[config.mk]
export PLATFORM = sky130hd
export DESIGN_NAME = keypad_top
export DESIGN_NICKNAME = d
export VERILOG_FILES = /design/src/design/keypad_pkg.sv /design/src/design/keypad_top.sv /design/src/design/key_event_port.sv /design/src/design/keypad_debouncer.sv /design/src/design/keypad_scanner.sv
export SDC_FILE = /design/constraint.sdc
export NUM_CORES = 1
export LEC_CHECK = 0
export BUFFER_PORTS_ARGS = -buffer_cell sky130_fd_sc_hd__buf_2
export CORE_MARGIN = 1
export CORE_UTILIZATION = 63
export CTS_BUF_LIST = sky130_fd_sc_hd__clkbuf_8
export DETAILED_ROUTE_END_ITERATION = 12
export PLACE_DENSITY = 0.89
export SLEW_MARGIN = 0
export SYNTH_ARGS = -nofsm -noshare
export SYNTH_HDL_FRONTEND = slang
export SYNTH_HIERARCHICAL = 1
export SYNTH_SLANG_ARGS = --single-unit
[constraint.sdc]
create_clock -name clk -period 2.1 [get_ports clk]
set_clock_uncertainty 0.1 [all_clocks]
set_input_delay 0.42 -clock clk [delete_from_list [all_inputs] [get_ports clk]]
set_output_delay 0.42 -clock clk [all_outputs]
set_load 0.01 [all_outputs]
[src/design/keypad_pkg.sv]
package keypad_pkg;

    // key number is row * 4 + col from the one-hot row and col vectors
    typedef logic [3:0] key_code_t;

    // scanner either rotates the row strobe or parks on a row with an active column
    typedef enum logic {
        SCAN,
        PARK
    } scan_state_t;

    // debouncer states
    typedef enum logic [1:0] {
        IDLE,
        DEBOUNCE,
        HOLD,
        RELEASE
    } debounce_state_t;

    // event opcode sent to the host alongside the key code
    typedef enum logic {
        KEY_PRESS,
        KEY_RELEASE
    } event_kind_t;

    // four-phase handshake machine in the event port
    typedef enum logic [1:0] {
        READY,        // no event outstanding
        REQ_HIGH,     // req up, waiting for ack
        WAIT_ACK_LOW  // req dropped, waiting for host to release ack
    } port_state_t;

    // clocks each row stays strobed
    localparam int default_scan_dwell = 16;

    // about 20ms at 3MHz for real switches
    localparam int default_debounce_cycles = 60000;

endpackage
[src/design/keypad_top.sv]
`timescale 1ns/1ps

module keypad_top #(
    parameter int scan_dwell      = keypad_pkg::default_scan_dwell,
    parameter int debounce_cycles = keypad_pkg::default_debounce_cycles
) (
    input  logic                     clk,
    input  logic                     rst_n,
    input  logic [3:0]               col_sense,
    input  logic                     event_ack,
    output logic [3:0]               row_drive,
    output logic                     event_req,
    output keypad_pkg::key_code_t    event_code,
    output keypad_pkg::event_kind_t  event_kind,
    output logic                     overrun
);

    // scanner to debouncer
    logic       key_pressed;
    logic [3:0] row_idx;
    logic [3:0] col_idx;

    // debouncer to event port
    logic       key_valid;
    logic [3:0] key_row;
    logic [3:0] key_col;

    keypad_scanner #(
        .scan_dwell (scan_dwell)
    ) u_scanner (
        .clk         (clk),
        .rst_n       (rst_n),
        .col_sense   (col_sense),
        .row_drive   (row_drive),
        .key_pressed (key_pressed),
        .row_idx     (row_idx),
        .col_idx     (col_idx)
    );

    keypad_debouncer #(
        .debounce_cycles (debounce_cycles)
    ) u_debouncer (
        .clk         (clk),
        .rst_n       (rst_n),
        .key_pressed (key_pressed),
        .row_idx     (row_idx),
        .col_idx     (col_idx),
        .key_valid   (key_valid),
        .key_row     (key_row),
        .key_col     (key_col)
    );

    key_event_port u_event_port (
        .clk        (clk),
        .rst_n      (rst_n),
        .key_valid  (key_valid),
        .key_row    (key_row),
        .key_col    (key_col),
        .event_ack  (event_ack),
        .event_req  (event_req),
        .event_code (event_code),
        .event_kind (event_kind),
        .overrun    (overrun)
    );

endmodule

[src/design/key_event_port.sv]
`timescale 1ns/1ps

module key_event_port (
    input  logic                     clk,
    input  logic                     rst_n,
    input  logic                     key_valid,
    input  logic [3:0]               key_row,
    input  logic [3:0]               key_col,
    input  logic                     event_ack,
    output logic                     event_req,
    output keypad_pkg::key_code_t    event_code,
    output keypad_pkg::event_kind_t  event_kind,
    output logic                     overrun     // sticky until reset
);

    import keypad_pkg::*;

    port_state_t state;
    logic        kv_d;
    logic        rise;
    logic        fall;
    logic        edge_seen;
    event_kind_t edge_kind;
    key_code_t   edge_code;
    key_code_t   last_code;   // code of the press in progress
    logic        buf_valid;
    key_code_t   buf_code;
    event_kind_t buf_kind;
    logic        issue_buf;
    logic        issue_edge;
    logic        store_edge;
    logic        lose_edge;

    function automatic logic [1:0] onehot_idx(input logic [3:0] v);
        logic [1:0] idx;
        idx = 2'd0;
        for (int i = 0; i < 4; i++) begin
            if (v[i])
                idx = 2'(i);
        end
        return idx;
    endfunction

    assign rise      = key_valid & ~kv_d;
    assign fall      = ~key_valid & kv_d;
    assign edge_seen = rise | fall;
    assign edge_kind = rise ? KEY_PRESS : KEY_RELEASE;
    assign edge_code = rise ? {onehot_idx(key_row), onehot_idx(key_col)} : last_code;

    // buffered event goes first so ordering is kept
    assign issue_buf  = (state == READY) && buf_valid;
    assign issue_edge = (state == READY) && !buf_valid && edge_seen;
    assign store_edge = edge_seen && !issue_edge && (!buf_valid || issue_buf);
    assign lose_edge  = edge_seen && buf_valid && !issue_buf;

    always_ff @(posedge clk or negedge rst_n) begin
        if (!rst_n) begin
            state     <= READY;
            kv_d      <= 1'b0;
            event_req <= 1'b0;
            buf_valid <= 1'b0;
            overrun   <= 1'b0;
        end else begin
            kv_d <= key_valid;
            case (state)
                READY: begin
                    if (issue_buf || issue_edge) begin
                        event_req <= 1'b1;
                        state     <= REQ_HIGH;
                    end
                end
                REQ_HIGH: begin
                    if (event_ack) begin
                        event_req <= 1'b0;
                        state     <= WAIT_ACK_LOW;
                    end
                end
                WAIT_ACK_LOW: if (!event_ack) state <= READY;
                default: begin
                    event_req <= 1'b0;
                    state     <= READY;
                end
            endcase
            if (store_edge)
                buf_valid <= 1'b1;
            else if (issue_buf)
                buf_valid <= 1'b0;
            if (lose_edge)
                overrun <= 1'b1;
        end
    end

    // event payload is loaded only when a req is about to rise
    always_ff @(posedge clk) begin
        if (rise)
            last_code <= edge_code;
        if (issue_buf) begin
            event_code <= buf_code;
            event_kind <= buf_kind;
        end else if (issue_edge) begin
            event_code <= edge_code;
            event_kind <= edge_kind;
        end
        if (store_edge) begin
            buf_code <= edge_code;
            buf_kind <= edge_kind;
        end
    end

endmodule

[src/design/keypad_debouncer.sv]
`timescale 1ns/1ps

module keypad_debouncer #(
    parameter int debounce_cycles = keypad_pkg::default_debounce_cycles
) (
    input  logic       clk,
    input  logic       rst_n,
    input  logic       key_pressed,  // from scanner, already synchronized
    input  logic [3:0] row_idx,
    input  logic [3:0] col_idx,
    output logic       key_valid,    // high for as long as the key is held
    output logic [3:0] key_row,
    output logic [3:0] key_col
);

    import keypad_pkg::*;

    localparam int cnt_w = (debounce_cycles > 0) ? $clog2(debounce_cycles + 1) : 1;

    debounce_state_t state;
    debounce_state_t next_state;
    logic [cnt_w-1:0] debounce_cnt;
    logic [3:0] cand_row;
    logic [3:0] cand_col;
    logic       cand_match;

    assign cand_match = (row_idx == cand_row) && (col_idx == cand_col);

    always_ff @(posedge clk or negedge rst_n) begin
        if (!rst_n) begin
            state        <= IDLE;
            debounce_cnt <= '0;
            key_valid    <= 1'b0;
        end else begin
            state <= next_state;
            if (state == DEBOUNCE && next_state == DEBOUNCE)
                debounce_cnt <= debounce_cnt + 1'b1;
            else
                debounce_cnt <= '0;
            key_valid <= (state == HOLD);
        end
    end

    // candidate and presented key
    always_ff @(posedge clk) begin
        if (state == IDLE && next_state == DEBOUNCE) begin
            cand_row <= row_idx;
            cand_col <= col_idx;
        end
        if (state == HOLD) begin
            key_row <= cand_row;
            key_col <= cand_col;
        end
    end

    always_comb begin
        next_state = state;
        case (state)
            IDLE:     if (key_pressed) next_state = DEBOUNCE;
            DEBOUNCE: begin
                if (!key_pressed || !cand_match)
                    next_state = IDLE;  // bounced or scanner moved to another key
                else if (debounce_cnt == cnt_w'(debounce_cycles))
                    next_state = HOLD;
            end
            HOLD:     if (!key_pressed) next_state = RELEASE;
            RELEASE:  if (!key_pressed) next_state = IDLE;
            default:  next_state = IDLE;
        endcase
    end

endmodule

[src/design/keypad_scanner.sv]
`timescale 1ns/1ps

module keypad_scanner #(
    parameter int scan_dwell = keypad_pkg::default_scan_dwell
) (
    input  logic       clk,
    input  logic       rst_n,
    input  logic [3:0] col_sense,   // async straight from the keypad
    output logic [3:0] row_drive,   // one-hot and active high
    output logic       key_pressed,
    output logic [3:0] row_idx,
    output logic [3:0] col_idx
);

    import keypad_pkg::*;

    localparam int dwell_w = (scan_dwell > 1) ? $clog2(scan_dwell) : 1;

    scan_state_t  state;
    logic [dwell_w-1:0] dwell_cnt;
    logic [3:0]   col_sync1;
    logic [3:0]   col_sync2;
    logic         dwell_last;
    logic         col_active;

    // two-flop synchronizer on the column inputs
    always_ff @(posedge clk or negedge rst_n) begin
        if (!rst_n) begin
            col_sync1 <= 4'b0000;
            col_sync2 <= 4'b0000;
        end else begin
            col_sync1 <= col_sense;
            col_sync2 <= col_sync1;
        end
    end

    assign dwell_last = (dwell_cnt == dwell_w'(scan_dwell - 1));
    assign col_active = (col_sync2 != 4'b0000);

    always_ff @(posedge clk or negedge rst_n) begin
        if (!rst_n) begin
            state       <= SCAN;
            row_drive   <= 4'b0001;  // row 0 first
            dwell_cnt   <= '0;
            key_pressed <= 1'b0;
            row_idx     <= 4'b0000;
            col_idx     <= 4'b0000;
        end else begin
            case (state)
                SCAN: begin
                    if (dwell_last) begin
                        dwell_cnt <= '0;
                        if (col_active) begin
                            // on a hit stay on this row so the index holds still
                            state       <= PARK;
                            key_pressed <= 1'b1;
                            row_idx     <= row_drive;
                            col_idx     <= col_sync2;
                        end else begin
                            row_drive <= {row_drive[2:0], row_drive[3]};
                        end
                    end else begin
                        dwell_cnt <= dwell_cnt + 1'b1;
                    end
                end

                PARK: begin
                    if (col_active) begin
                        key_pressed <= 1'b1;
                        col_idx     <= col_sync2;  // a change here makes the debouncer abort
                    end else begin
                        // columns went quiet so scanning moves on to the next row
                        state       <= SCAN;
                        key_pressed <= 1'b0;
                        dwell_cnt   <= '0;
                        row_drive   <= {row_drive[2:0], row_drive[3]};
                    end
                end

                default: begin
                    state       <= SCAN;
                    key_pressed <= 1'b0;
                end
            endcase
        end
    end

endmodule

==> results.sh <==
export IMPL_status="finished, final reports clean"
export IMPL_dp_hpwl_mm=3.70
export IMPL_synth_nets=260
export IMPL_period_needed_ns=1.94
export IMPL_initial_core_util_pct=65.2
export IMPL_power_frac_seq_pct=54.4
export IMPL_grt_overflow_total=0
export IMPL_synthCells=249
export IMPL_pin_count=18
export IMPL_cp_arrival_ns=1.83
export IMPL_use_met1_pct=28.3
export IMPL_grt_total_usage_pct=21.7
export IMPL_top_usage_layer="met2"
export IMPL_fin_area_sq_um=3700
export IMPL_yosys_warnings=6
export IMPL_grtUsageMet3_pct=5.76
export IMPL_syn2layout_area_growth_pct=11.2
export IMPL_leakagePower_nw=1.48
export IMPL_slew_viol_final=0
export IMPL_power_mw=3.70
export IMPL_die_area_sq_um=5580
export IMPL_swShare_pct=28.3
export IMPL_grt_pass1_vias=1860
export IMPL_core_region_area_sq_um=5110
export IMPL_critical_path_class="reg -> reg"
export IMPL_setup_viol=0
export IMPL_tns_ns=0
export IMPL_drv_cap=0
export IMPL_drive_above_1_share_pct=24.5
export IMPL_antenna_found_initial=0
export IMPL_via_per_inst=5.50
export IMPL_diodes=0
export IMPL_clkPwrFrac_pct=30.6
export IMPL_cts_hold_buf=1
export IMPL_cts_tree="yes"
export IMPL_portBuffers=17
export IMPL_clockBufferDepth=2
export IMPL_htreeDepth=3
export IMPL_rows=26
export IMPL_crit_path_max_fanout=8
export IMPL_netlist_area_sq_um=3330
export IMPL_postCtsSetupBuffers=0
export IMPL_tightest_slew_ns=0.560
export IMPL_hold_viol=0
export IMPL_gp_congestion=0.839
export IMPL_grt_max_degree=27
export IMPL_fmax_mhz=514
export IMPL_holdWs_ns=0.0726
export IMPL_power_density_nw_per_um2=999
export IMPL_cts_clk_slew_worst_paths_ns=0.08
export IMPL_startpoint_type="flop"
export IMPL_vias=1937
export IMPL_clk_latency_ns=0.35
export IMPL_grt_met2_usage_pct=34.8
export IMPL_post_drt_wl_per_cell_um=15.2
export IMPL_p_comb_share_pct=15.0
export IMPL_cts_sinks=79
export IMPL_fin_crit_sh_pct=92.6
export IMPL_num_nets_final=288
export IMPL_grt_pass1_wl_mm=8.76
export IMPL_relSlewSlack_pct=62.6
export IMPL_ctsResizeCount=0
export IMPL_route_detailed_drc=0
export IMPL_cts_root_buf="clkbuf_8"
export IMPL_synth_area_per_cell_sq_um=13.4
export IMPL_drt_iter0_drc=116
export IMPL_p_int_mw=2.65
export IMPL_numCtsBuffers=9
export IMPL_drt_total_wl_mm=5.35
export IMPL_irDropWorstVdd_mv=0.685
export IMPL_end_kind="flop"
export IMPL_p_switching_mw=1.05
export IMPL_rsz0062_at_grt="false"
export IMPL_drt_first_pass_iters=4
export IMPL_die_h_um=74.7
export IMPL_ant_nets=0
export IMPL_crit_required_ns=1.99
export IMPL_die_w_um=74.7
export IMPL_min_path_type="in -> reg"
export IMPL_postPlaceCellArea_sq_um=3490
## worst max-delay path, cell delays in order (launching register included)
cell and delay, ns:
dfrtp_1 0.47, or3b_1 0.54, a21oi_1 0.48
## worst paths after layout
path / from / endpoint / slack [ns] / depth (start not counted)
hold / removal: col_sense[2] / u_scanner/col_sync1[2] / 0.07 / 1
min in group asynchronous: rst_n / u_event_port/event_req / 0.50 / 2
hold reg to reg: u_scanner/col_sync1[1] / u_scanner/col_sync2[1] / 0.25 / 0
setup / recovery: u_event_port/state[0] / u_event_port/buf_code[2] / 0.16 / 2
setup reg to reg: u_event_port/state[0] / u_event_port/buf_code[2] / 0.16 / 2
max in group asynchronous: rst_n / u_scanner/row_drive[0] / 0.76 / 3
## cells in the final DEF, fill, tap and decap left out, drive strengths merged, types with 2 or more instances in the layout
| cell type | n |
|---|---|
| nor3b | 2 |
| nand2 | 7 |
| o21ai | 8 |
| nor4 | 4 |
| a31oi | 2 |
| ha | 4 |
| nand3 | 11 |
| nor3 | 7 |
| nor4b | 2 |
| dfrtp | 50 |
| clkbuf | 10 |
| xnor2 | 15 |
| inv | 18 |
| a22o | 4 |
| buf | 22 |
| nand2b | 3 |
| a21oi | 6 |
| and4 | 2 |
| xor2 | 10 |
| clkinv | 3 |
| nand4 | 6 |
| edfxtp | 28 |
| mux2 | 12 |
| nor2b | 3 |
| and2b | 2 |
| nor2 | 28 |
## sequential cells by signal, summed over array words and instances (netlist names), 2 cells and up
signal                    count
u_debouncer/debounce_cnt     16
u_debouncer/cand_col          4
u_debouncer/cand_row          4
u_event_port/buf_code         4
u_event_port/event_code       4
u_event_port/last_code        4
u_scanner/col_idx             4
u_scanner/col_sync1           4
u_scanner/col_sync2           4
u_scanner/dwell_cnt           4
u_scanner/row_drive           4
u_scanner/row_idx             4
u_debouncer/key_col           3
u_debouncer/key_row           3
u_debouncer/state             2
u_event_port/state            2
## layer usage
metal | share of wire (%) | wire (um) | vias up
li1 | - | - | 935
met1 | 44 | 2370 | 948
met2 | 51 | 2730 | 42
met3 | 2.9 | 153 | 12
met4 | 1.8 | 97 | 0
met5 | 0 | 0 | -
## cell type report
class	instances	area, sq um
Clock buffer	10	138
Multi-Input combinational cell	148	1100
Sequential cell	79	2120
Timing Repair Buffer	23	133
Clock inverter	6	67.6
Inverter	16	60.1
Tap cell	70	87.6
Fill cell	333	1410
## power by group through the flow
stage | sequential (mW) | combinational, mW | clock [mW]
after CTS | 2.01 | 0.558 | 1.15
final | 2.01 | 0.553 | 1.13
after global placement | 2.02 | 0.499 | 0
after floorplan | 1.98 | 0.430 | 0
after detailed placement | 2.04 | 0.540 | 0
after global routing | 2.04 | 0.617 | 1.21
## stage by stage
stage	utilization (%)	instances	worst slack, ns
floorplan	-	249	0.304
global placement	68.3	335	0.308
detailed placement	68.3	335	0.178
CTS	72.5	352	0.166
global route	72.5	352	0.0892
finish	72.5	352	0.156
Note: power is estimated with default switching activity, not from simulation.
